File: config.mk
export PLATFORM = sky130hd
export DESIGN_NAME = pw_sequencer
export DESIGN_NICKNAME = d
export VERILOG_FILES = /design/src/verilog/ntt_pw_pkg.sv /design/src/verilog/pw_sequencer.sv
export SDC_FILE = /design/constraint.sdc
export NUM_CORES = 1
export LEC_CHECK = 0
export BUFFER_PORTS_ARGS = -buffer_cell sky130_fd_sc_hd__buf_2
export CORE_MARGIN = 2
export CORE_UTILIZATION = 55
export CTS_CLUSTER_DIAMETER = 80
export DETAILED_ROUTE_END_ITERATION = 16
export GPL_ROUTABILITY_DRIVEN = 0
export HOLD_SLACK_MARGIN = 0.03
export PLACE_DENSITY_LB_ADDON = 0.25
export SLEW_MARGIN = 20
export SYNTH_ARGS = -nofsm -noshare
export SYNTH_HDL_FRONTEND = slang
export SYNTH_SLANG_ARGS = --single-unit
File: constraint.sdc
create_clock -name clk -period 4.9 [get_ports clk]
set_input_delay 0.245 -clock clk [delete_from_list [all_inputs] [get_ports clk]]
set_output_delay 0.245 -clock clk [all_outputs]
set_load 0.01 [all_outputs]
File: src/verilog/ntt_pw_pkg.sv
`default_nettype none

package ntt_pw_pkg;

    // ========================================================================
    // Field and memory geometry
    // ========================================================================

    // ML-DSA modulus
    localparam logic [31:0] PW_Q = 32'd8380417;

    localparam int COEFF_W = 23;
    localparam int SLOT_W  = 24;
    localparam int LANES   = 4;
    localparam int ADDR_W  = 15;

    typedef logic [COEFF_W-1:0]      coeff_t;
    typedef logic [LANES*SLOT_W-1:0] mem_word_t;
    typedef logic [ADDR_W-1:0]       mem_addr_t;
    typedef logic [7:0]              apb_addr_t;
    typedef logic [31:0]             apb_data_t;

    // APB register map
    localparam apb_addr_t REG_CTRL   = 8'h00;
    localparam apb_addr_t REG_STATUS = 8'h04;
    localparam apb_addr_t REG_A_BASE = 8'h08;
    localparam apb_addr_t REG_B_BASE = 8'h0C;
    localparam apb_addr_t REG_C_BASE = 8'h10;

    // ========================================================================
    // Operations and states
    // ========================================================================

    typedef enum logic [1:0] {
        PW_MUL = 2'd0,
        PW_ADD = 2'd1,
        PW_SUB = 2'd2
    } pw_mode_e;

    // What one lane does with one word
    typedef enum logic [1:0] {
        OP_MUL    = 2'd0,
        OP_MULACC = 2'd1,
        OP_ADD    = 2'd2,
        OP_SUB    = 2'd3
    } pw_op_e;

    typedef enum logic [1:0] {
        IDLE  = 2'd0,
        RUN   = 2'd1,
        DRAIN = 2'd2
    } seq_state_e;

    typedef struct packed {
        logic      en;
        mem_addr_t addr;
    } mem_req_t;

    typedef struct packed {
        pw_mode_e  mode;
        logic      accumulate;
        mem_addr_t a_base;
        mem_addr_t b_base;
        mem_addr_t c_base;
    } pw_cfg_t;

    // One word in flight, travels alongside the read data
    typedef struct packed {
        logic      valid;
        pw_op_e    op;
        logic      last;
        mem_addr_t wr_addr;
    } pw_tag_t;

endpackage

`default_nettype wire
File: src/verilog/pw_sequencer.sv
`timescale 1ns/1ps
`default_nettype none

module pw_sequencer #(
    parameter int NUM_WORDS = 64
) (
    input  wire                          clk,
    input  wire                          reset_n,
    input  wire                          start_i,
    input  wire ntt_pw_pkg::pw_cfg_t     cfg_i,
    output ntt_pw_pkg::mem_req_t         a_rd_o,
    output ntt_pw_pkg::mem_req_t         b_rd_o,
    output ntt_pw_pkg::mem_req_t         c_rd_o,
    output ntt_pw_pkg::pw_tag_t          tag_o
);

    ntt_pw_pkg::seq_state_e  state_q;
    ntt_pw_pkg::mem_addr_t   offset_q;
    ntt_pw_pkg::pw_op_e      op_q;
    ntt_pw_pkg::pw_op_e      op_dec;
    ntt_pw_pkg::pw_tag_t     tag_q;
    logic                    reading;
    logic                    last_word;

    // Mode plus accumulate flag to lane op
    always_comb begin
        case (cfg_i.mode)
            ntt_pw_pkg::PW_ADD: op_dec = ntt_pw_pkg::OP_ADD;
            ntt_pw_pkg::PW_SUB: op_dec = ntt_pw_pkg::OP_SUB;
            default: begin
                op_dec = cfg_i.accumulate ? ntt_pw_pkg::OP_MULACC : ntt_pw_pkg::OP_MUL;
            end
        endcase
    end

    assign reading   = (state_q == ntt_pw_pkg::RUN);
    assign last_word = (offset_q == ntt_pw_pkg::mem_addr_t'(NUM_WORDS - 1));

    // ========================================================================
    // Word counter FSM
    // ========================================================================
    always_ff @(posedge clk or negedge reset_n) begin
        if (!reset_n) begin
            state_q  <= ntt_pw_pkg::IDLE;
            offset_q <= '0;
            op_q     <= ntt_pw_pkg::OP_MUL;
        end else begin
            case (state_q)
                ntt_pw_pkg::IDLE: begin
                    if (start_i) begin
                        state_q  <= ntt_pw_pkg::RUN;
                        offset_q <= '0;
                        op_q     <= op_dec;
                    end
                end
                ntt_pw_pkg::RUN: begin
                    if (last_word) begin
                        state_q <= ntt_pw_pkg::DRAIN;
                    end else begin
                        offset_q <= offset_q + 1'b1;
                    end
                end
                // Last tag leaves this cycle
                ntt_pw_pkg::DRAIN: state_q <= ntt_pw_pkg::IDLE;
                default:           state_q <= ntt_pw_pkg::IDLE;
            endcase
        end
    end

    // One read per cycle, c only needed when accumulating
    always_comb begin
        a_rd_o.en   = reading;
        a_rd_o.addr = cfg_i.a_base + offset_q;
        b_rd_o.en   = reading;
        b_rd_o.addr = cfg_i.b_base + offset_q;
        c_rd_o.en   = reading & (op_q == ntt_pw_pkg::OP_MULACC);
        c_rd_o.addr = cfg_i.c_base + offset_q;
    end

    // Tag lines up with data returning from the memories
    always_ff @(posedge clk or negedge reset_n) begin
        if (!reset_n) begin
            tag_q <= '0;
        end else begin
            tag_q.valid   <= reading;
            tag_q.op      <= op_q;
            tag_q.last    <= reading & last_word;
            tag_q.wr_addr <= cfg_i.c_base + offset_q;
        end
    end

    assign tag_o = tag_q;

endmodule

`default_nettype wire

## Word level (Yosys, flattened, before mapping)

Index checks and enable logic that the tools add are counted.

- Flip-flop bits (word level): 38
- Input bits: 51
- Logic and storage cells: 34

- Add/sub/neg operators: 4
- Equality and inequality tests: 8
- Muxes and demuxes: 8
- Bitwise operators: 2
- Reductions and logical operators: 5

Operators with widths:

| kind | number |
|---|---|
| $add A15 B15 Y15 | 3 |
| $mux W15 | 2 |
| $pmux W15 S2 | 1 |
| $add A15 B1 Y15 const B | 1 |
| $eq A15 B6 Y1 const B | 1 |
| $pmux W2 S2 | 2 |
| $eq A2 B1 Y1 const B | 3 |
| $mux W2 | 2 |
| $ne A2 B2 Y1 const B | 2 |
| $reduce_and A2 Y1 | 2 |
| $reduce_and A3 Y1 | 1 |
| $and A1 B1 Y1 | 2 |
| $eq A2 B2 Y1 const B | 1 |
| $logic_not A2 Y1 | 1 |
| $ne A2 B1 Y1 const B | 1 |
| $reduce_bool A2 Y1 | 1 |
| $mux W1 | 1 |

## Logic depth before layout (Yosys ltp)

- Depth after elaboration: 3
- Mapped depth: 7
- Gate-level depth less buffers: 7

## Least setup slack after synthesis

No wires, ideal clock.

- Kind: flip-flop to output port
- Start: reg offset_q[0]
- End: out c_rd_o[14] (netlist name)
- Arrival: 2203 ps
- Data required time: 4655 ps
- Setup slack: 2452 ps
- Cell stages (with the launch flop): 8
- Buffers on the path: 0
- Path through: dfrtp_1 -> ha_1 -> fa_1 -> a21o_1 -> a221oi_2 -> a2bb2oi_1 -> nor2_1 -> a211oi_1

RTL lines:

| what | line | source |
|---|---|---|
| from (decl) | pw_sequencer.sv:18 | `ntt_pw_pkg::mem_addr_t offset_q;` |
| from (signal assigned) | pw_sequencer.sv:60 | `offset_q <= offset_q + 1'b1;` |
| to (decl) | pw_sequencer.sv:13 | `output ntt_pw_pkg::mem_req_t c_rd_o,` |

==> out/results.txt <==
In the final layout, the multi-input gates occupy 2412 um2. After legalization and detailed placement, the total HPWL measured 7012 um. The fraction of layout instances using a drive strength above 1 is 0.2524. 0 antenna diodes ended up in the layout. The signal on the critical path passes through ha_1 > fa_1 > a21o_1 > a221oi_1 > o21ai_1 > a21boi_0 > xnor2_1 > buf_2. For the worst setup path, the data required time is 4.66 ns.

Clock-pin slew was measured on the worst setup and hold paths at 0.07 ns. The reg-to-reg endpoint was tag_o[14]$_DFF_PN0_. The floorplan die width is 83.34 um. The overall track demand over capacity in global routing was 0.2486.

The worst setup path is captured at an output pin. Leaving out fill and tap cells, the most frequent cell in the layout is sky130_fd_sc_hd__buf_2. The total congestion overflow after global routing is 0, and the post-synthesis cell type count is 53. The worst-path maximum fanout was 7. TritonCTS built the clock tree. The die covers 6946 um2.

The tools report the count of hold-fix buffers inserted at cts as 0. The flow ran to the end, and the final reports show no timing, DRC or antenna violations. Compared with the post-synthesis result, the final layout area differs by 20.93%. The sink count of the clock tree is 38.

The share of async-settable or async-resettable flops after synthesis works out to 1.000. The net switching power was 1.125 mW. The worst flop-to-flop path startpoint is offset_q[0]$_DFFE_PN0P_.

In this run, the number of DRC markers left after iteration 0 of detailed routing was 203. The height of the die was 83.34 um; the final critical-path share of the clock period was 0.6459. The logs give 3462 um2 for the cell area after synthesis and 0.110 for the power share of the clock group. The later pin in the worst-skew pair is clocked with a latency of 0.28 ns. Setup repair after global routing left no endpoint under its margin.

Synthesis produced 404 cells. The critical path's largest stage delay is 0.49 ns. Worst min-delay path class: input port to async pin.

CTS placed an instance of sky130_fd_sc_hd__clkbuf_8 at the clock tree root. After detailed placement, the total cell area comes to 4080 um2. The number of flops mapped to enable cells by yosys was 0. For the pin with the worst max-slew slack, the measured transition is 0.8468 ns. In this run, post-CTS repair resized a total of 0 instances.

The switching share of power is 0.4753. The dominant cell type by area after synthesis was sky130_fd_sc_hd__dfrtp_1. The clock tree synthesis step divided the H-tree into 2 levels. For the total iterations of the first detailed-routing run, the log shows 5. The run gives 0 as the number of antenna violations at the first check in global routing. Cell type of the slowest stage on the worst timing path: sky130_fd_sc_hd__a221oi_1. Static timing analysis puts the maximum clock frequency at 316.0 MHz. After synthesis, the cell types taking the most area are sky130_fd_sc_hd__dfrtp_1 (27%), sky130_fd_sc_hd__ha_1 (16%), sky130_fd_sc_hd__a21oi_1 (6.1%). The most used flip-flop cell after synthesis is sky130_fd_sc_hd__dfrtp_1. The tools report the filler cell count as 504.

The proportion of power drawn by combinational gates is 0.663, and the peak supply drop is 303.3 uV. The quantity of I/O buffers inserted on ports is 117. Leaving out fill and tap cells, the most frequent cells in the layout are sky130_fd_sc_hd__buf_2 (117), sky130_fd_sc_hd__ha_1 (44), sky130_fd_sc_hd__a21oi_1 (42), sky130_fd_sc_hd__nand2_1 (42), sky130_fd_sc_hd__dfrtp_1 (38).

The sequential power share was 0.227; the register-to-register setup slack was 2.39 ns. In this run the power density over the cells is 565.5 nW/um2. The tools report the effective utilization at floorplan as 0.5779. The run gives 950.9 um2 as the register cell area after layout. Summed area of non-filler cells in the final layout: 4187 um2. The number of setup buffers added after CTS was 0. Dividing the detail-routed via count by the number of cells gives 5.973. The maximum clock path buffer count was 2; the row count was 28. The logs give 8918 um for the aggregate routed wire length and 2.92 ns for the signal arrival time at the worst endpoint. The share of Yosys cell area claimed by the top area cell type is 0.2747, and the synthesized flop and latch total is 38. The tool flagged a number of max-cap violations equal to 0.

After detailed routing, the average wire length per cell comes to 15.01 um. Setup violations remaining at the end of the flow were counted as 0. For the final routed database, the setup TNS stands at 0 ns. The tools report the count of vias placed by the detailed router as 3,548. Cell internal power was estimated by the tool at 1.242 mW. For the via count of the first global-routing pass, the log shows 3,195. For the number of max-slew violations in the final report, the log shows 0. The sequential share of the synthesized area is 0.2747. The run gives 0 as the number of failing hold endpoints at the final stage. The number of DRC violations after detailed routing is 0. The worst setup path is of the flop to output pin kind.

The tools report the type of element launching the critical path as a flop. Buffers inserted during clock tree synthesis total 5. The worst max-slew margin expressed relative to the limit came out at 0.4355. The run gives 0 as the number of nets with antenna violations after detailed routing. The logs give 14,480 um for the wire length of the first global-routing pass and 5991 um2 for the core region area.

The net count of the finished layout is 616. Measured in cells, the most critical reg-to-reg path has a length of 7. The worst path in the final design needs a cycle of 3.165 ns, including I/O delays and setup. Across the routed clock network, the largest skew measured is 0.004333 ns.

Dividing the synthesized area by the synthesized cell count gives 8.569 um2. For this design the static power due to leakage is 2.077 nW. Entering global routing, the biggest net connects 39 pins. The logs give 0 for the number of warnings reported in the yosys synthesis log and 118 for the count of boundary I/O pins. When the netlist entered floorplanning its net count stood at 502.
==> worst max-delay path: cells and delay by family, from the launching register on <==
family	cells	cell delay, ns
compound gates	4	1.23
flops	1	0.46
buf+inv	1	0.14
xor+xnor	1	0.15
fa+ha+maj	2	0.65
==> power by group through the flow <==
stage	Combinational (mW)	Sequential, mW	Clock (mW)
final	1.57	0.537	0.261
after global routing	1.74	0.554	0.278
after CTS	1.57	0.536	0.265
after detailed placement	1.56	0.544	0
after global placement	1.51	0.540	0
after floorplan	1.03	0.532	0
==> metal layers <==
layer  GRT usage  up-vias  wire length [um]
met5           0        -                 0
met1      0.3270     1653              3880
met2      0.4304      150              4336
li1            -     1736                 -
met3     0.04076        9               617
met4     0.05365        0                84
==> kinds of logic (layout without fill, tap and decap cells) <==
kind of cell	Yosys count	after routing	synth area share
XOR/XNOR	33	33	0.08348
flip-flops	38	38	0.2747
adder cells (fa/ha/maj)	47	47	0.1764
AND/OR/NAND/NOR	129	129	0.1890
AO/OA/AOI/OAI	134	134	0.2392
multiplexers	3	3	0.008674
buffers and inverters	20	135	0.02855
==> cell usage after synthesis, types with 4 or more instances <==
cell / instances
sky130_fd_sc_hd__a211oi_1: 4
sky130_fd_sc_hd__a21o_1: 9
sky130_fd_sc_hd__a21oi_1: 42
sky130_fd_sc_hd__a31oi_1: 13
sky130_fd_sc_hd__and3_1: 13
sky130_fd_sc_hd__clkbuf_1: 4
sky130_fd_sc_hd__dfrtp_1: 38
sky130_fd_sc_hd__ha_1: 44
sky130_fd_sc_hd__inv_1: 10
sky130_fd_sc_hd__nand2_1: 42
sky130_fd_sc_hd__nand3_1: 13
sky130_fd_sc_hd__nand4_1: 6
sky130_fd_sc_hd__nor2_1: 25
sky130_fd_sc_hd__nor3_1: 7
sky130_fd_sc_hd__nor3b_1: 4
sky130_fd_sc_hd__o211ai_1: 6
sky130_fd_sc_hd__o21ai_0: 36
sky130_fd_sc_hd__o21bai_1: 5
sky130_fd_sc_hd__xnor2_1: 15
sky130_fd_sc_hd__xor2_1: 18
==> sequential cells by signal, summed over array words and instances (netlist names) <==
register	cells
op_q	2
offset_q	15
tag_o	19
state_q	2
==> area by class of cell <==
class                      count  share of cell area
clock inverter                 1            0.007173
sequential                    38              0.2271
multi-input combinational    346              0.5762
inverter                      10            0.008966
tap                           75             0.02241
clock buffer                   7             0.01823
timing repair buffer         117              0.1399
==> per-stage QoR <==
stage / std cells / hold slack (ns) / power (mW) / setup slack, ns / util
detailed placement: 586 / 0.3835 / 2.108 / 2.081 / 0.6811
global placement: 586 / 0.3771 / 2.055 / 2.158 / 0.6811
finish: 594 / 0.06169 / 2.368 / 1.735 / 0.6988
CTS: 594 / 0.09205 / 2.373 / 1.749 / 0.6988
floorplan: 404 / -0.05059 / 1.567 / 2.452 / -
global route: 594 / 0.1419 / 2.570 / 1.600 / 0.6988
==> worst max-delay path by stage <==
stage	from	end	slack [ns]	cells after the start
CTS	offset_q[0]$_DFFE_PN0P_	a_rd_o[12]	1.75	8
floorplan	offset_q[0]$_DFFE_PN0P_	c_rd_o[14]	2.45	7
finish	offset_q[0]$_DFFE_PN0P_	a_rd_o[12]	1.74	8
global placement	offset_q[0]$_DFFE_PN0P_	a_rd_o[12]	2.16	8
global route	offset_q[0]$_DFFE_PN0P_	a_rd_o[12]	1.60	8
detailed placement	offset_q[0]$_DFFE_PN0P_	a_rd_o[12]	2.08	8
Note: power is estimated with default switching activity, not from simulation.
