$ cat src/verilog/ntt_pw_pkg.sv
`default_nettype none

package ntt_pw_pkg;

    // ========================================================================
    // Field and memory geometry
    // ========================================================================

    // ML-DSA modulus
    localparam logic [31:0] PW_Q = 32'd8380417;

    localparam int COEFF_W = 23;
    localparam int SLOT_W  = 24;
    localparam int LANES   = 4;
    localparam int ADDR_W  = 15;

    typedef logic [COEFF_W-1:0]      coeff_t;
    typedef logic [LANES*SLOT_W-1:0] mem_word_t;
    typedef logic [ADDR_W-1:0]       mem_addr_t;
    typedef logic [7:0]              apb_addr_t;
    typedef logic [31:0]             apb_data_t;

    // APB register map
    localparam apb_addr_t REG_CTRL   = 8'h00;
    localparam apb_addr_t REG_STATUS = 8'h04;
    localparam apb_addr_t REG_A_BASE = 8'h08;
    localparam apb_addr_t REG_B_BASE = 8'h0C;
    localparam apb_addr_t REG_C_BASE = 8'h10;

    // ========================================================================
    // Operations and states
    // ========================================================================

    typedef enum logic [1:0] {
        PW_MUL = 2'd0,
        PW_ADD = 2'd1,
        PW_SUB = 2'd2
    } pw_mode_e;

    // What one lane does with one word
    typedef enum logic [1:0] {
        OP_MUL    = 2'd0,
        OP_MULACC = 2'd1,
        OP_ADD    = 2'd2,
        OP_SUB    = 2'd3
    } pw_op_e;

    typedef enum logic [1:0] {
        IDLE  = 2'd0,
        RUN   = 2'd1,
        DRAIN = 2'd2
    } seq_state_e;

    typedef struct packed {
        logic      en;
        mem_addr_t addr;
    } mem_req_t;

    typedef struct packed {
        pw_mode_e  mode;
        logic      accumulate;
        mem_addr_t a_base;
        mem_addr_t b_base;
        mem_addr_t c_base;
    } pw_cfg_t;

    // One word in flight, travels alongside the read data
    typedef struct packed {
        logic      valid;
        pw_op_e    op;
        logic      last;
        mem_addr_t wr_addr;
    } pw_tag_t;

endpackage

`default_nettype wire
$ cat src/verilog/pw_mod_lane.sv
`timescale 1ns/1ps
`default_nettype none

module pw_mod_lane (
    input  wire                          clk,
    input  wire                          reset_n,
    input  wire ntt_pw_pkg::pw_op_e      op_i,
    input  wire ntt_pw_pkg::coeff_t      a_i,
    input  wire ntt_pw_pkg::coeff_t      b_i,
    input  wire ntt_pw_pkg::coeff_t      c_i,
    output ntt_pw_pkg::coeff_t           r_o
);

    localparam int W      = ntt_pw_pkg::COEFF_W;
    localparam int PROD_W = 2 * W;
    localparam ntt_pw_pkg::coeff_t Q = ntt_pw_pkg::coeff_t'(ntt_pw_pkg::PW_Q);

    logic [PROD_W-1:0]   s1_val;
    ntt_pw_pkg::coeff_t  s1_c;
    ntt_pw_pkg::pw_op_e  s1_op;
    logic [36:0]         fold1;
    logic [27:0]         fold2;
    logic [W+1:0]        fold3;
    logic [W+1:0]        sum;

    // Stage one: product, sum, or difference lifted by q
    always_ff @(posedge clk or negedge reset_n) begin
        if (!reset_n) begin
            s1_op <= ntt_pw_pkg::OP_MUL;
        end else begin
            s1_op <= op_i;
        end
    end

    always_ff @(posedge clk) begin
        s1_c <= c_i;
        case (op_i)
            ntt_pw_pkg::OP_ADD: s1_val <= PROD_W'(a_i) + PROD_W'(b_i);
            ntt_pw_pkg::OP_SUB: s1_val <= PROD_W'(a_i) + PROD_W'(Q) - PROD_W'(b_i);
            default:            s1_val <= PROD_W'(a_i) * PROD_W'(b_i);
        endcase
    end

    // Stage two: 2^23 = 2^13 - 1 mod q, three folds leave the value below 2q
    always_comb begin
        fold1 = 37'(s1_val[W-1:0]) + (37'(s1_val[PROD_W-1:W]) << 13)
              - 37'(s1_val[PROD_W-1:W]);
        fold2 = 28'(fold1[W-1:0]) + (28'(fold1[36:W]) << 13) - 28'(fold1[36:W]);
        fold3 = (W+2)'(fold2[W-1:0]) + ((W+2)'(fold2[27:W]) << 13)
              - (W+2)'(fold2[27:W]);

        case (s1_op)
            ntt_pw_pkg::OP_MUL:    sum = fold3;
            ntt_pw_pkg::OP_MULACC: sum = fold3 + (W+2)'(s1_c);
            default:               sum = (W+2)'(s1_val[W:0]);
        endcase

        // Accumulate can reach 3q, so subtract up to twice
        if (sum >= (W+2)'(Q)) begin
            sum = sum - (W+2)'(Q);
        end
        if (sum >= (W+2)'(Q)) begin
            sum = sum - (W+2)'(Q);
        end
    end

    always_ff @(posedge clk or negedge reset_n) begin
        if (!reset_n) begin
            r_o <= '0;
        end else begin
            r_o <= sum[W-1:0];
        end
    end

endmodule

`default_nettype wire

$ cat config.mk
export PLATFORM = sky130hd
export DESIGN_NAME = pw_mod_lane
export DESIGN_NICKNAME = d
export VERILOG_FILES = /design/src/verilog/ntt_pw_pkg.sv /design/src/verilog/pw_mod_lane.sv
export SDC_FILE = /design/constraint.sdc
export NUM_CORES = 2
export LEC_CHECK = 0
export BUFFER_PORTS_ARGS = -buffer_cell sky130_fd_sc_hd__buf_2
export CAP_MARGIN = 20
export CORE_MARGIN = 10
export CORE_UTILIZATION = 25
export CTS_CLUSTER_SIZE = 25
export DETAILED_ROUTE_END_ITERATION = 12
export GPL_TIMING_DRIVEN = 0
export PLACE_DENSITY_LB_ADDON = 0.05
export SYNTH_ARGS = -nofsm -noshare
export SYNTH_HDL_FRONTEND = slang
export SYNTH_SLANG_ARGS = --single-unit
$ cat constraint.sdc
create_clock -name clk -period 11.8 [get_ports clk]
set_input_delay 2.36 -clock clk [delete_from_list [all_inputs] [get_ports clk]]
set_output_delay 2.36 -clock clk [all_outputs]
set_load 0.03 [all_outputs]
# [Word level (Yosys, flattened, before mapping)]
# Index checks and enable logic that the tools add are counted.
[op_classes] mux=4 multipliers=1 n_reduce_logical=1 magnitude_cmp=2 n_eq_ne=3 n_addsub=12
[ops] operator="$pmux 46 s2" n=1
[ops] operator="$ge 25x23->1 const B" n=2
[ops] operator="$pmux 25 s2" n=1
[ops] operator="$mul 23x23->46" n=1
[ops] operator="$add 23x36->37" n=1
[ops] operator="$sub 37x23->37" n=1
[ops] operator="$add 23x27->28" n=1
[ops] operator="$sub 28x14->28" n=1
[ops] operator="$add 25x23->25" n=1
[ops] operator="$mux 25" n=1
[ops] operator="$sub 24x23->25" n=1
[ops] operator="$sub 24x5->25" n=1
[ops] operator="$sub 25x23->25 const B" n=1
[ops] operator="$add 23x18->24" n=1
[ops] operator="$add 23x23->24" n=1
[ops] operator="$add 23x23->24 const B" n=1
[ops] operator="$mux 23" n=1
[ops] operator="$sub 23x23->23 const B" n=1
[ops] operator="$eq 2x2->1 const B" n=2
[ops] operator="$eq 2x1->1 const B" n=1
[ops] operator="$logic_not 2->1" n=1
[word_totals] word_cells=27 out_inout_bits=23 reg_bits=94 in_bits=73

# [Longest topological paths before layout]
[logic_depth] ltp_word=12 depth_mapped=68 depth_no_buf=65

# [Worst setup path before layout]
# OpenSTA, ideal clock, no wires.
[synth_path] path_kind="register to register" from="register s1_val[24]" to="register r_o[2]" stages_incl_launch_ff=64 path_slack_ns=-0.835 arrival_time_ns=12.511 path_cell_list="dfxtp_1 inv_1 ha_1 ha_1 inv_1 fa_1 nor2b_1 o21ai_0 a21boi_0 o211ai_1 o21ai_0 o311ai_0 nand4_1 and3_1 o21a_1 o21ai_0 nand2b_1 a21oi_1 [... 28 more ...] o21ai_0 or3b_2 o221ai_1 mux2i_1 a221oi_1 a211oi_1 and3_2 nor2_2 buf_6 clkbuf_1 xnor2_1 ha_1 o211a_1 nor4b_2 a2111oi_4 nor2_1 o211ai_1 xnor2_1"
[synth_between] elab_chain_cells=12 word_cells_on_any_way=14 cone_classes="9 x add/sub; 2 x order compare; 3 x mux"
[synth_lines] item="start, declared" line="pw_mod_lane.sv:18" text="logic [PROD_W-1:0] s1_val;"
[synth_lines] item="start signal, assigned" line="pw_mod_lane.sv:38" text="ntt_pw_pkg::OP_ADD: s1_val <= PROD_W'(a_i) + PROD_W'(b_i);"
[synth_lines] item="start signal, assigned" line="pw_mod_lane.sv:39" text="ntt_pw_pkg::OP_SUB: s1_val <= PROD_W'(a_i) + PROD_W'(Q) - PROD_W'(b_i);"
[synth_lines] item="start signal, assigned" line="pw_mod_lane.sv:40" text="default: s1_val <= PROD_W'(a_i) * PROD_W'(b_i);"
[synth_lines] item="$add 23x36->37" line="pw_mod_lane.sv:46" text="fold1 = 37'(s1_val[W-1:0]) + (37'(s1_val[PROD_W-1:W]) << 13)"
[synth_lines] item="$sub 37x23->37 *" line="pw_mod_lane.sv:47" text="- 37'(s1_val[PROD_W-1:W]);"
[synth_lines] item="$add 23x27->28" line="pw_mod_lane.sv:48" text="fold2 = 28'(fold1[W-1:0]) + (28'(fold1[36:W]) << 13) - 28'(fold1[36:W]);"
[synth_lines] item="$sub 28x14->28 *" line="pw_mod_lane.sv:48"
[synth_lines] item="$add 23x18->24" line="pw_mod_lane.sv:49" text="fold3 = (W+2)'(fold2[W-1:0]) + ((W+2)'(fold2[27:W]) << 13)"
[synth_lines] item="$sub 24x5->25 *" line="pw_mod_lane.sv:50" text="- (W+2)'(fold2[27:W]);"
[synth_lines] item="$add 25x23->25" line="pw_mod_lane.sv:54" text="ntt_pw_pkg::OP_MULACC: sum = fold3 + (W+2)'(s1_c);"
[synth_lines] item="$pmux 25 s2 *" line="pw_mod_lane.sv:52" text="case (s1_op)"
[synth_lines] item="$sub 25x23->25 or $ge 25x23->1 (tied branches)" line="pw_mod_lane.sv:60, pw_mod_lane.sv:59"
[synth_lines] item="$mux 25 *" line="pw_mod_lane.sv:59" text="if (sum >= (W+2)'(Q)) begin"
[synth_lines] item="$ge 25x23->1 or $sub 23x23->23 (tied branches)" line="pw_mod_lane.sv:62, pw_mod_lane.sv:63"
[synth_lines] item="$mux 23 *" line="pw_mod_lane.sv:62" text="if (sum >= (W+2)'(Q)) begin"
[synth_lines] item="via sum[2]" line="pw_mod_lane.sv:24" text="logic [W+1:0] sum;"
[synth_lines] item="end signal, assigned" line="pw_mod_lane.sv:71" text="r_o <= sum[W-1:0];"
[synth_lines] item="end, declared" line="pw_mod_lane.sv:11" text="output ntt_pw_pkg::coeff_t r_o"
# The timed path passes the listed nets; every way through them passes the cells marked *.

# [Worst setup path after layout]
[layout_path] from="register s1_val[1]" to="register r_o[10]"
[layout_between] elab_chain_cells=12 word_cells_on_any_way=14 cone_classes="9 x add/sub; 2 x order compare; 3 x mux"
[layout_lines] item="$add 23x36->37" line="pw_mod_lane.sv:46"
[layout_lines] item="$sub 37x23->37" line="pw_mod_lane.sv:47"
[layout_lines] item="$add 23x27->28" line="pw_mod_lane.sv:48"
[layout_lines] item="$sub 28x14->28" line="pw_mod_lane.sv:48"
[layout_lines] item="$add 23x18->24" line="pw_mod_lane.sv:49"
[layout_lines] item="$sub 24x5->25" line="pw_mod_lane.sv:50"
[layout_lines] item="$add 25x23->25" line="pw_mod_lane.sv:54"
[layout_lines] item="$pmux 25 s2 *" line="pw_mod_lane.sv:52"
[layout_lines] item="$sub 25x23->25 or $ge 25x23->1 (tied branches)" line="pw_mod_lane.sv:60, pw_mod_lane.sv:59"
[layout_lines] item="$mux 25 *" line="pw_mod_lane.sv:59"
[layout_lines] item="$sub 23x23->23 or $ge 25x23->1 (tied branches)" line="pw_mod_lane.sv:63, pw_mod_lane.sv:62"
[layout_lines] item="$mux 23 *" line="pw_mod_lane.sv:62"
[layout_lines] item="via sum[10]" line="pw_mod_lane.sv:24"
# Marks and branches as above.

==> impl_metrics.yaml <==
detailed_routing:
  drc: 0
  met2_length_um: 61700
  via_count: 25556
  dr_wl_met3_um: 4200
  ant_nets: 0
  met1_length_um: 56200
  top_layer: "met4"
  drtIter0Drc: 1194
  wl_per_cell_um: 22.8
  vias_per_cell: 4.63
  drtPass1Iterations: 5
  wl_um: 126000
clocking:
  cts_tree: "built"
  clkSlewWorstSetupHoldPaths_ns: 0.08
  root_buffer: "clkbuf_16"
  cts_buffers: 9
  cts_hold_repair.buffers: 0
  clock-sinks: 94
  clockBufferDepth: 2
  insertion_delay_ns: 0.39
  cts_htree_levels: 3
floorplan:
  die_area_mm2: 0.135
  pin_count: 96
  rows: 127
  die_x_um: 368
  core_mm2: 0.120
  initial_core_util_pct: 25.2
  fp.dieH_um: 368
synthesis:
  yosys.area.top_type: "fa_1"
  ys_seq_elements: 94
  synth_top_area_share_pct: 30.1
  yosysUniqueCellTypes: 106
  synth_edf_count: 0
  async_flop_share_pct: 26.6
  synth_area_leaders: "fa_1 30%, ha_1 16%, inv_1 8.5%, nand2_1 6.2%, dfxtp_1 4.6%"
  netlist_area_mm2: 0.0302
  syn_avg_cell_area_um2: 8.26
  syn_nets: 4573
  synth_seq_area_share_pct: 6.64
  synth-main-ff-cell: "dfxtp_1"
  synthesis.instances: 3659
  yosysWarnings: 0
sta:
  setup_violations: 23
  hold_violations: 0
  rsz0062_at_grt: "true"
  max_freq_mhz: 79.7
  min_period_ns: 12.55
  slew_headroom_pct: 19.9
  timing.hold.ws_ns: 0.754
  tightest_slew_ns: 1.20
  slew_violations: 0
  postLayoutSetupSlackWorst_ns: -0.748
  clock_skew_ns: 0.0176
  period_share_pct: 106
final_layout:
  area_growth_syn_to_layout_pct: 18.0
  drive_gt1_share_pct: 13.8
  layout_common_cells: "678 x inv_1, 495 x nand2_1, 451 x fa_1"
  nFillCells: 13060
  multi_input_area_mm2: 0.0266
  num_antenna_cells: 0
  stdcell_area_mm2: 0.0357
  seqCellArea_mm2: 0.00204
  final_common_cell: "inv_1"
  nNetsFinal: 4813
global_route:
  antenna_found_initial: 5
  gr-usage-all-layers_pct: 18.4
  grt_pass1_vias: 27363
  grt_pass1_wl_um: 186000
  grt_max_degree: 26
  grt_remaining_overflow: 0
setup_path:
  crit_top_cell: "ha_4"
  critPathArrivalTime_ns: 12.86
  rr_worst_depth: 68
  setup.worst_path.end_class: "flop"
  critical_path_required_ns: 12.11
  path_max_fanout: 5
  critPathMaxStageDelay_ns: 0.48
  path_class: "reg -> reg"
  worst_path_max_delay_cell: "a2111oi_4"
  critPathLaunchType: "flop"
  ff2ff_setup_slack_ns: -0.75
  regToRegStartpoint: "s1_val[1]"
  r2r-end: "r_o[10]"
place:
  dp_hpwl_um: 109000
  dpl-instance-area_mm2: 0.0329
  io_buffer_count: 95
  gp_congestion: 0.829
outcome:
  status: "finished, violations left"
  violations: "setup timing"
hold_path:
  hold_depth: 2
  hold_end: "r_o[3]"
  min-delay-start: "s1_val[3]"
  hold_class: "reg -> reg"
job:
  cap_viol_max_count: 0
## final cells by class
class                      instances  share of cell area [%]
buffer                           127                    1.50
clock buffer                      10                   0.642
sequential                        94                    5.71
timing repair buffer             234                    4.48
clock inverter                     6                   0.168
inverter                         689                    7.27
multi-input combinational       2744                    74.6
tap                             1612                    5.65
## cells in the mapped netlist, drive strengths merged (7+ instances only)
cell       n
nor2b     19
o21a      20
and2     137
nand2    502
dfrtp     25
inv      688
clkbuf   117
dfxtp     69
a21o      60
xnor2    110
a21oi    164
o21ai    137
a2111oi    9
nor3b      8
a221oi    14
ha       387
a211o      8
mux2i     11
o211ai    38
o21bai    31
and3      37
nor2     158
nand3     47
or3       23
nand4     15
nor4       8
a31o       8
xor2      71
nor3      57
o31ai      9
a31oi     25
fa       454
or2       14
o221ai     7
a211oi    21
buf       15
nand2b    32
## logic make-up after synthesis
| kind of cell | Yosys count | share of synthesized area [%] |
|---|---|---|
| adder cells (fa/ha/maj) | 841 | 46.1 |
| buffers and inverters | 821 | 10.3 |
| XOR/XNOR | 181 | 5.24 |
| AO/OA/AOI/OAI | 626 | 14.3 |
| multiplexers | 16 | 0.563 |
| flip-flops | 94 | 6.64 |
| AND/OR/NAND/NOR | 1080 | 16.9 |
## registers in the layout, summed over array words and instances (netlist names)
signal  flops
s1_c       23
s1_op       2
s1_val     46
r_o        23
## critical path, delay by kind of cell (launching register included)
| kind | cells | cell delay (ns) |
|---|---|---|
| and+or+nand+nor | 12 | 1.84 |
| adders and majority gates | 10 | 2.11 |
| DFF | 1 | 0.36 |
| buffers and inverters | 10 | 1.06 |
| AOI/OAI and AO/OA | 30 | 5.82 |
| muxes | 2 | 0.61 |
| xor gates and xnor gates | 4 | 0.69 |
## worst max-delay path by stage
stage	start	slack, ns	endpoint
2_1_floorplan	s1_val[24]	0.005	r_o[2]
3_3_place_gp	s1_val[3]	-3.23	r_o[9]
3_5_place_dp	s1_val[3]	-3.00	r_o[9]
4_1_cts	s1_val[2]	-0.80	r_o[9]
5_1_grt	s1_val[1]	-1.45	r_o[9]
6_report	s1_val[1]	-0.75	r_o[10]
## per-layer routing
layer | vias to the layer above | GRT usage (%)
met1 | 12692 | 23.7
met3 | 118 | 2.11
li1 | 12280 | -
met2 | 466 | 32.1
met4 | 0 | 5.33
met5 | - | 0
## metrics by stage
stage / setup slack [ns] / util, % / setup TNS, ns / std cells
2_1_floorplan: 0.00480 / - / 0 / 3659
4_1_cts: -0.799 / 29.1 / -15.81 / 5481
3_3_place_gp: -3.23 / 27.3 / -67.73 / 5366
3_5_place_dp: -3.00 / 27.4 / -63.45 / 5370
5_1_grt: -1.45 / 29.7 / -30.40 / 5516
6_report: -0.748 / 29.7 / -14.36 / 5516
## what timing repair did
action | 4_1_cts | 5_1_grt
gates resized for setup | 209 | 88
pin swaps | 116 | 96
buffers inserted | 111 | 39
setup endpoints to repair | 23 | 23
Power is not shown: default switching activity piles up to over one toggle a cycle in this logic, so the estimate is an artifact.
