[src/verilog/ntt_pw_pkg.sv]
`default_nettype none

package ntt_pw_pkg;

    // ========================================================================
    // Field and memory geometry
    // ========================================================================

    // ML-DSA modulus
    localparam logic [31:0] PW_Q = 32'd8380417;

    localparam int COEFF_W = 23;
    localparam int SLOT_W  = 24;
    localparam int LANES   = 4;
    localparam int ADDR_W  = 15;

    typedef logic [COEFF_W-1:0]      coeff_t;
    typedef logic [LANES*SLOT_W-1:0] mem_word_t;
    typedef logic [ADDR_W-1:0]       mem_addr_t;
    typedef logic [7:0]              apb_addr_t;
    typedef logic [31:0]             apb_data_t;

    // APB register map
    localparam apb_addr_t REG_CTRL   = 8'h00;
    localparam apb_addr_t REG_STATUS = 8'h04;
    localparam apb_addr_t REG_A_BASE = 8'h08;
    localparam apb_addr_t REG_B_BASE = 8'h0C;
    localparam apb_addr_t REG_C_BASE = 8'h10;

    // ========================================================================
    // Operations and states
    // ========================================================================

    typedef enum logic [1:0] {
        PW_MUL = 2'd0,
        PW_ADD = 2'd1,
        PW_SUB = 2'd2
    } pw_mode_e;

    // What one lane does with one word
    typedef enum logic [1:0] {
        OP_MUL    = 2'd0,
        OP_MULACC = 2'd1,
        OP_ADD    = 2'd2,
        OP_SUB    = 2'd3
    } pw_op_e;

    typedef enum logic [1:0] {
        IDLE  = 2'd0,
        RUN   = 2'd1,
        DRAIN = 2'd2
    } seq_state_e;

    typedef struct packed {
        logic      en;
        mem_addr_t addr;
    } mem_req_t;

    typedef struct packed {
        pw_mode_e  mode;
        logic      accumulate;
        mem_addr_t a_base;
        mem_addr_t b_base;
        mem_addr_t c_base;
    } pw_cfg_t;

    // One word in flight, travels alongside the read data
    typedef struct packed {
        logic      valid;
        pw_op_e    op;
        logic      last;
        mem_addr_t wr_addr;
    } pw_tag_t;

endpackage

`default_nettype wire
[src/verilog/pw_apb_regs.sv]
`timescale 1ns/1ps
`default_nettype none

module pw_apb_regs (
    input  wire                          clk,
    input  wire                          reset_n,
    input  wire                          psel_i,
    input  wire                          penable_i,
    input  wire                          pwrite_i,
    input  wire ntt_pw_pkg::apb_addr_t   paddr_i,
    input  wire ntt_pw_pkg::apb_data_t   pwdata_i,
    output ntt_pw_pkg::apb_data_t        prdata_o,
    output logic                         pready_o,
    output logic                         pslverr_o,
    input  wire                          done_i,
    output logic                         start_o,
    output ntt_pw_pkg::pw_cfg_t          cfg_o
);

    logic                    access;
    logic                    wr_en;
    logic                    mapped;
    logic                    busy_q;
    logic                    done_q;
    ntt_pw_pkg::pw_cfg_t     cfg_q;
    ntt_pw_pkg::apb_data_t   rdata;

    // No wait states, access cycle is the one with penable
    assign access   = psel_i & penable_i;
    assign wr_en    = access & pwrite_i;
    assign pready_o = 1'b1;

    // ========================================================================
    // Read decode
    // ========================================================================
    always_comb begin
        mapped = 1'b1;
        rdata  = '0;
        case (paddr_i)
            ntt_pw_pkg::REG_CTRL:   rdata[3:1] = {cfg_q.accumulate, cfg_q.mode};
            ntt_pw_pkg::REG_STATUS: rdata[1:0] = {done_q, busy_q};
            ntt_pw_pkg::REG_A_BASE: rdata[ntt_pw_pkg::ADDR_W-1:0] = cfg_q.a_base;
            ntt_pw_pkg::REG_B_BASE: rdata[ntt_pw_pkg::ADDR_W-1:0] = cfg_q.b_base;
            ntt_pw_pkg::REG_C_BASE: rdata[ntt_pw_pkg::ADDR_W-1:0] = cfg_q.c_base;
            default:                mapped = 1'b0;
        endcase
    end

    assign prdata_o  = (psel_i & ~pwrite_i) ? rdata : '0;
    assign pslverr_o = access & ~mapped;

    // ========================================================================
    // Configuration, start and status
    // ========================================================================

    // Config frozen while a run is in progress
    always_ff @(posedge clk or negedge reset_n) begin
        if (!reset_n) begin
            cfg_q <= '0;
        end else if (wr_en && !busy_q) begin
            case (paddr_i)
                ntt_pw_pkg::REG_CTRL: begin
                    cfg_q.mode       <= ntt_pw_pkg::pw_mode_e'(pwdata_i[2:1]);
                    cfg_q.accumulate <= pwdata_i[3];
                end
                ntt_pw_pkg::REG_A_BASE: cfg_q.a_base <= pwdata_i[ntt_pw_pkg::ADDR_W-1:0];
                ntt_pw_pkg::REG_B_BASE: cfg_q.b_base <= pwdata_i[ntt_pw_pkg::ADDR_W-1:0];
                ntt_pw_pkg::REG_C_BASE: cfg_q.c_base <= pwdata_i[ntt_pw_pkg::ADDR_W-1:0];
                default: ;
            endcase
        end
    end

    // Start is write-one on CTRL bit 0, busy rises with it
    always_ff @(posedge clk or negedge reset_n) begin
        if (!reset_n) begin
            start_o <= 1'b0;
            busy_q  <= 1'b0;
            done_q  <= 1'b0;
        end else begin
            start_o <= wr_en & (paddr_i == ntt_pw_pkg::REG_CTRL) & pwdata_i[0] & ~busy_q;
            if (start_o) begin
                done_q <= 1'b0;
            end else if (done_i) begin
                busy_q <= 1'b0;
                done_q <= 1'b1;
            end
            if (wr_en && (paddr_i == ntt_pw_pkg::REG_CTRL) && pwdata_i[0] && !busy_q) begin
                busy_q <= 1'b1;
            end
        end
    end

    assign cfg_o = cfg_q;

endmodule

`default_nettype wire

[config.mk]
export PLATFORM = sky130hd
export DESIGN_NAME = pw_apb_regs
export DESIGN_NICKNAME = d
export VERILOG_FILES = /design/src/verilog/ntt_pw_pkg.sv /design/src/verilog/pw_apb_regs.sv
export SDC_FILE = /design/constraint.sdc
export NUM_CORES = 1
export LEC_CHECK = 0
export BUFFER_PORTS_ARGS = -buffer_cell sky130_fd_sc_hd__buf_4
export CAP_MARGIN = 20
export CORE_MARGIN = 10
export CORE_UTILIZATION = 35
export CTS_CLUSTER_SIZE = 16
export DETAILED_ROUTE_END_ITERATION = 7
export GPL_ROUTABILITY_DRIVEN = 1
export MAX_ROUTING_LAYER = met4
export PLACE_DENSITY = 0.73
export SYNTH_ARGS = -nofsm -noshare
export SYNTH_HDL_FRONTEND = slang
export SYNTH_SLANG_ARGS = --single-unit
export TNS_END_PERCENT = 20
[constraint.sdc]
create_clock -name clk -period 2.4 [get_ports clk]
set_input_delay 0.12 -clock clk [delete_from_list [all_inputs] [get_ports clk]]
set_output_delay 0.12 -clock clk [all_outputs]
set_load 0.02 [all_outputs]
Word-level counts from Yosys, hierarchy flattened
Index checks and enable logic that the tools add are counted.
- bits in registers: 51
- latch bits: 0
- RAM bits: 0
- ROM bits: 0
- input port bits: 46
- output and inout port bits: 83
- word-level logic and storage cells: 48
- memories: 0
- add/subtract/negate cells: 0
- multiply operators: 0
- div/mod/pow operators: 0
- magnitude comparators: 0
- eq/ne operators: 5
- shift operators: 0
- mux-type cells: 11
- bitwise operators: 10
- reduce and logical (&&, ||, !) cells: 14
- operator list (cell ; number):
    case mux 11 bit (3 select lines) ; 1
    == test 8 x 4 -> 1 bit (second input constant) ; 2
    two-way mux 15 bit ; 1
    AND reduction 2 bit ; 5
    == test 8 x 3 -> 1 bit (second input constant) ; 1
    == test 8 x 5 -> 1 bit (second input constant) ; 1
    zero test 8 bit ; 1
    case mux 2 bit (4 select lines) ; 1
    bitwise AND 1 bit ; 7
    two-way mux 1 bit ; 6
    case mux 1 bit (5 select lines) ; 1
    OR reduction 5 bit ; 1
    logical AND 1 bit ; 4
    case mux 1 bit (4 select lines) ; 1
    nonzero test 2 bit ; 2
    NOT 1 bit ; 3
    != test 2 x 1 -> 1 bit (second input constant) ; 1
    zero test 1 bit ; 1

Logic depth before layout (Yosys ltp)
Gate-level depths: netlist of the first run.
- depth after elaboration: 7
- depth in mapped cells: 6
- mapped depth without buffers: 3

Worst setup path after synthesis of the first run
Ideal clock, no wire load.
- path type: reg-to-reg
- start point: register busy_q
- end point: register cfg_q (netlist bit cfg_o[34])
- setup time: 0.125 ns
- arrival time: 1.528 ns
- required time: 2.275 ns
- path slack: 0.748 ns
- stages on the path, launching flop included: 6
- buffers on the path: 2
- clock period less this slack: 1.652 ns
- path through: dfrtp_1 and4b_1 and4b_1 buf_6 buf_12 mux2_2
- longest elaborated chain between the ends: 3
- ends and longest elaborated chain (item ; RTL line ; text):
    start, declared ; pw_apb_regs.sv:23 ; logic busy_q;
    start signal, assigned ; pw_apb_regs.sv:78 ; busy_q <= 1'b0;
    start signal, assigned ; pw_apb_regs.sv:85 ; busy_q <= 1'b0;
    start signal, assigned ; pw_apb_regs.sv:89 ; busy_q <= 1'b1;
    zero test 1 bit ; pw_apb_regs.sv:60 ; end else if (wr_en && !busy_q) begin
    logical AND 1 bit ; pw_apb_regs.sv:60 ;
    AND reduction 2 bit (no line) ; -- ;
    end, declared ; pw_apb_regs.sv:25 ; ntt_pw_pkg::pw_cfg_t cfg_q;
Every way passes these cells.
A chain may end at the register's enable or synchronous reset.

Worst setup path after layout of the first run
- start point: register busy_q
- end point: register cfg_q (netlist bit cfg_o[36])
The elaborated chain is that of the path after synthesis.

==> results.ini, run 1 <==
[run_status]
status = finished, final reports clean

[pwr]
power.leakage_nw = 1.85
fin_total_pwr_mw = 1.68
peakVddDrop_mv = 0.247
power.density_mw_per_mm2 = 479

[synthesis]
synth_top_area_cell = dfrtp_1
syn_area_mm2 = 0.00270
yosysWarnings = 0
synth_commonest_cells = dfrtp_1 (51), mux2_2 (42), buf_4 (18), nand3_1 (13)
synth_top_area_share_pct = 47.4
synth-main-ff-cell = dfrtp_1
ys_top_cells_by_area = dfrtp_1 (47%), mux2_2 (18%), mux2_4 (5.6%), buf_4 (5.0%), mux2i_1 (4.1%)
synth-edff-count = 0
yosysMostFrequentCell = dfrtp_1
syn_avg_cell_area_um2 = 13.0
synth_seq_cells = 51
syn_inst = 208
ys_seq_area_share_pct = 47.4
synth_cell_types = 33
synthArstFlopShare_pct = 100

[drt]
drt_iter0_drc = 48
wire_per_inst_um = 19.1
dr_total_vias = 1956
dr.pass1.iters = 4
drc = 0
via_per_inst = 4.89
ant_nets = 0
finalWirelength_um = 7620

[sta]
rsz0062_at_grt = false
whs_ns = 0.0379
fin_worst_skew_ns = 0.00469
finalMaxSlewViolations = 0
period_minus_slack_ns = 1.96
setup_viol = 0
relSlewSlack_pct = 56.6
worstMarginPinSlew_ns = 0.650
clock.fmax_mhz = 511
final-hold-violation-count = 0
finalCritPeriodShare_pct = 81.6
setup_tns_ns = 0

[critical_path]
path_class = reg -> reg
cp_cell_sequence = and4b_1 -> and4b_1 -> buf_4 -> mux2_2
crit_path_max_fanout = 6
arrival_ns = 2.16
cpMostUsedCell = and4b_1
cp-end-kind = flop
critPathLaunchType = flop
required_ns = 2.60
slowest_delay_ns = 0.46
r2r_slack_ns = 0.44
cp_slowest_cell = and4b_1
critPathTopFamily = simple AND/OR/NAND/NOR gates
critPathBufInv = 1

[floorplan]
io_pins = 129
die-area_mm2 = 0.0116
num_rows = 31
coreArea_mm2 = 0.00737
die_x_um = 108
die_y_um = 108
start_util_pct = 36.6

[clock_network]
cts_tree = yes
post-cts-setup-buffers = 0
h-tree-depth = 2
post_cts_resized = 0
cts_max_path_buffers = 2
cts_buffers = 5
clock-sinks = 51
clk_latency_ns = 0.30
ctsHoldBuffers = 1
cts-root-buf = clkbuf_8
clk_pin_slew_worst_paths_ns = 0.10

[finish]
multi_input_area_mm2 = 0.00123
fin_util_pct = 47.6
final_cells = 400
fin_nets = 346
fill_cells = 696
drive_gt1_share_pct = 54.2
synthToLayoutAreaGrowth_pct = 30.1
seq_area_mm2 = 0.00128
n_antenna_cell = 0

[grt]
grt_use_total_pct = 13.2
grt_remaining_overflow = 0
grt_pass1_vias = 2171
grt_pass1_wl_um = 11800
grt_max_degree = 52
antenna_found_initial = 0

[placement]
place.gp.congestion = 0.742
placedCellCount = 391
port_buffers = 93
dpl.hpwl_um = 5680

[worst_hold_path]
holdCritPathClass = in -> reg

[run]
drv_cap = 0

stage by stage:
stage	setup WS (ns)	instance area (µm²)
6_report	0.442	3510
3_3_place_gp	0.440	3380
4_1_cts	0.425	3510
2_1_floorplan	0.748	2760
5_1_grt	0.334	3510
3_5_place_dp	0.435	3380
worst register-to-register path, stage by stage, from the launching register on:
cell and delay [ns]:
dfrtp_1 0.41, and4b_1 0.40, and4b_1 0.46, buf_4 0.24
mux2_2 0.35
final cells by class:
class | instances | area share [%]
clock buffers | 5 | 1.96
repair buffers | 99 | 21.3
clock inverters | 3 | 1.25
inverters | 5 | 0.535
multi-input cells | 138 | 35.1
flip-flops and latches | 51 | 36.4
well taps | 99 | 3.53
power by group:
group          switching, mW  total (mW)  internal, mW
clock network          0.296       0.607         0.311
logic                  0.118       0.194        0.0760
registers            0.00953       0.880         0.871
total                  0.424        1.68          1.26
sequential cells by signal, indices dropped and copies added, names as in the netlist:
| signal | count |
|---|---|
| busy_q | 1 |
| start_o | 1 |
| done_q | 1 |
| cfg_o | 48 |
routing by layer:
metal	global-route usage [%]	wire, µm	up-vias
li1	-	-	897
met1	15.2	3120	973
met2	22.1	3850	74
met4	3.53	97	0
met3	3.77	552	12
met5	-	0	-
placed cells by master, fill, tap and decap left out, drive strengths merged:
| master | Yosys | routed |
|---|---|---|
| buf | 26 | 98 |
| mux2 | 53 | 53 |
| clkinv | 0 | 2 |
| nand2b | 3 | 3 |
| mux2i | 11 | 11 |
| bufinv | 0 | 1 |
| nand4 | 4 | 4 |
| a31oi | 1 | 1 |
| nor3b | 1 | 1 |
| dlygate4sd3 | 0 | 1 |
| o21ai | 1 | 1 |
| nand2 | 3 | 3 |
| clkbuf | 4 | 5 |
| and4b | 3 | 3 |
| a22o | 1 | 1 |
| o22ai | 11 | 11 |
| nand3 | 13 | 13 |
| a21oi | 3 | 3 |
| nor4 | 1 | 1 |
| and2 | 1 | 1 |
| mux4 | 1 | 1 |
| a221oi | 1 | 1 |
| conb | 2 | 18 |
| a211oi | 1 | 1 |
| and2b | 1 | 1 |
| nor2 | 4 | 4 |
| nor3 | 1 | 1 |
| nor2b | 1 | 1 |
| dfrtp | 51 | 51 |
| inv | 5 | 5 |
kinds of logic (layout without fill, tap and decap cells):
kind of cell           after synthesis  count (layout)  synth area share, %
other                                2              18                0.279
flip-flops                          51              51                 47.4
multiplexers                        65              65                 28.6
AO/OA/AOI/OAI                       19              19                 4.46
AND/OR/NAND/NOR                     36              36                 10.1
buffers and inverters               35             112                 9.24
path summary, 6_finish.rpt:
path | startpoint | to | cells past startpoint
worst min register to register | start_o$_DFF_PN0_ | done_q$_DFFE_PN0P_ | 1
worst min-delay path | done_i | done_q$_DFFE_PN0P_ | 3
worst max-delay path | busy_q$_DFFE_PN0P_ | cfg_o[36]$_DFFE_PN0P_ | 4
worst max register to register | busy_q$_DFFE_PN0P_ | cfg_o[36]$_DFFE_PN0P_ | 4
max in group asynchronous | reset_n | cfg_o[17]$_DFFE_PN0P_ | 2
min in group asynchronous | reset_n | cfg_o[36]$_DFFE_PN0P_ | 2
Power figures use the tool's default switching activity.
==> run 2, diff against run 1 <==
Settings changed: PLACE_DENSITY 0.73 to 0.76.
Clock period 2.4 ns to 1.7 ns, I/O delays scaled along.
==> run 2 against run 1 <==
Compared with the run above:
- fmax rose by 22%
- die area unchanged
- cell area is 3.1% higher
- cell count increased by 2.5%
- largest cell class unchanged
- largest power group unchanged
==> results.ini, run 2 (same netlist as run 1, synthesis figures left out) <==
[sta]
final-hold-violation-count = 0  ; unchanged
relSlewSlack_pct = 57.2  ; +0.59 points
clock.fmax_mhz = 621  ; +22%
finalMaxSlewViolations = 0  ; unchanged
setup_viol = 0  ; unchanged
worstMarginPinSlew_ns = 0.642  ; -0.00881 ns
finalCritPeriodShare_pct = 94.7  ; +13 points
setup_tns_ns = 0  ; unchanged
rsz0062_at_grt = false
period_minus_slack_ns = 1.61  ; -0.348 ns
fin_worst_skew_ns = 0.00958  ; +0.00489 ns
setup_ws_ns = 0.0900  ; -0.352 ns

[pwr]
power_frac_seq_pct = 52.1  ; -0.2 points
comb_power_share_pct = 11.8  ; +0.2 points
peakVddDrop_mv = 0.401  ; +62%
switching_share_pct = 25.0  ; -0.18 points
p_switching_uw = 596  ; +41%
clkPwrFrac_pct = 36.1  ; about the same
power.density_mw_per_mm2 = 659  ; +37%
p_int_mw = 1.79  ; +42%
power.leakage_nw = 1.90  ; +3.0%

[critical_path]
path_class = reg -> reg
r2r_slack_ns = 0.09  ; -0.35 ns
required_ns = 1.89  ; -0.71 ns
arrival_ns = 1.80  ; -0.36 ns
rr_worst_depth = 5  ; +1
regToRegStartpoint = busy_q$_DFFE_PN0P_
crit_path_max_fanout = 4  ; -2
cp-end-kind = flop
critPathLaunchType = flop
reg2reg_to = cfg_o[29]$_DFFE_PN0P_

[clock_network]
clk_pin_slew_worst_paths_ns = 0.10  ; about the same
cts_max_path_buffers = 2  ; unchanged
clk_latency_ns = 0.30  ; about the same
cts_tree = yes
cts_buffers = 5  ; unchanged
post-cts-setup-buffers = 0  ; unchanged
clock-sinks = 51  ; unchanged
cts-root-buf = clkbuf_8
h-tree-depth = 2  ; unchanged

[placement]
port_buffers = 93  ; unchanged
dpl.hpwl_um = 5790  ; +2.1%
place.gp.congestion = 0.740  ; -0.24%
pre_cts_slack_ns = 0.0870  ; -0.348 ns

[finish]
largest_reg_flops = 48  ; unchanged
final_cell_mix = buf_4 (106), dfrtp_1 (51), mux2_2 (42), conb_1 (18), nand3_1 (13)
n_antenna_cell = 0  ; unchanged
synthToLayoutAreaGrowth_pct = 34.2
final_common_cell = buf_4
fill_cells = 677  ; -2.7%
drive_gt1_share_pct = 56.3  ; +2.1 points
fin_nets = 356  ; +2.9%

[floorplan]
die_x_um = 108  ; unchanged
coreArea_mm2 = 0.00737  ; unchanged
num_rows = 31  ; unchanged
die_y_um = 108  ; unchanged
start_util_pct = 36.6  ; unchanged
io_pins = 129  ; unchanged
die-area_mm2 = 0.0116  ; unchanged

[drt]
top_layer = met4
via_per_inst = 4.74  ; -3.1%
drt_iter0_drc = 92  ; +92%
dr.pass1.iters = 4  ; unchanged
drc = 0  ; unchanged
routed-wl-met3_um = 544  ; -1.4%
wl_met1_um = 3060  ; -1.9%
ant_nets = 0  ; unchanged
finalWirelength_um = 7480  ; -1.9%
dr_total_vias = 1942  ; -0.72%
met2_length_um = 3850  ; about the same
wire_per_inst_um = 18.2  ; -4.3%

[worst_hold_path]
worstHoldStart = done_i
holdCritPathClass = in -> reg
hold_depth = 3  ; unchanged
whs_endpoint = done_q$_DFFE_PN0P_

[grt]
grt_pass1_vias = 2123  ; -2.2%
grt_pass1_wl_um = 11600  ; -1.5%
grt_use_total_pct = 13.0  ; -0.19 points
antenna_found_initial = 0  ; unchanged
grt_remaining_overflow = 0  ; unchanged
grt_max_degree = 52  ; unchanged

[run_status]
status = finished, final reports clean

[run]
drv_cap = 0  ; unchanged

==> run 2: cell types whose count changed in the layout (fill, tap and decap cells not counted), sizes merged <==
cell      previous run  this run
buf                 98       108
clkinv               2         0
clkinvlp             0         1
inv                  5         6
==> run 2: layout make-up <==
type | instances | area [µm²] | share of cell area (%)
inverters | 5 | 18.8 | 0.519
flip-flops and latches | 51 | 1280 | 35.3
multi-input cells | 138 | 1240 | 34.2
clock buffers | 5 | 68.8 | 1.90
well taps | 99 | 124 | 3.42
repair buffers | 109 | 846 | 23.4
clock inverters | 3 | 46.3 | 1.28
==> run 2: what timing repair did <==
| item | 4_1_cts | 5_1_grt |
|---|---|---|
| setup endpoints to repair | 0 | 1 |
| hold endpoints to repair | 51 | 0 |
| hold buffers | 1 | 0 |
| resized for setup | 0 | 2 |
==> run 2: critical path, stage by stage, from the launching register on <==
cell and delay, ns:
dfrtp_1 0.42, and4b_1 0.29, buf_4 0.15, nand4_4 0.16, buf_4 0.21, mux2_2 0.27
==> run 2: power by group through the flow <==
stage | clock network (mW) | registers, mW | logic (mW)
4_1_cts | 0.891 | 1.24 | 0.283
3_3_place_gp | 0 | 1.27 | 0.277
5_1_grt | 0.944 | 1.25 | 0.306
3_5_place_dp | 0 | 1.27 | 0.281
6_report | 0.860 | 1.24 | 0.280
2_1_floorplan | 0 | 1.29 | 0.143
==> run 2: through the flow <==
step	hold WS (ns)	utilization, %	area, µm²	cells	total power [mW]
2_1_floorplan	-0.211	-	2760	224	1.43
3_3_place_gp	0.151	47.3	3480	401	1.54
4_1_cts	0.00211	49.0	3610	410	2.42
5_1_grt	0.00472	49.1	3620	410	2.50
3_5_place_dp	0.160	47.3	3480	401	1.55
6_report	0.00179	49.1	3620	410	2.38
==> run 2: metal layers <==
layer / up-vias / GRT usage (%)
li1: 919 / -
met4: 0 / 2.00
met1: 956 / 15.0
met3: 2 / 4.13
met5: - / -
met2: 65 / 22.1
==> run 2: worst max-delay path by stage <==
stage	start	to	slack [ns]	cells past startpoint
after global placement	paddr_i[1]	cfg_o[11]$_DFFE_PN0P_	0.1	6
final	busy_q$_DFFE_PN0P_	cfg_o[29]$_DFFE_PN0P_	0.09	5
after floorplan	busy_q$_DFFE_PN0P_	cfg_o[34]$_DFFE_PN0P_	0.05	5
after CTS	cfg_o[30]$_DFFE_PN0P_	prdata_o[0]	0.02	4
after global routing	busy_q$_DFFE_PN0P_	cfg_o[29]$_DFFE_PN0P_	0.01	5
after detailed placement	paddr_i[1]	cfg_o[29]$_DFFE_PN0P_	0.09	6
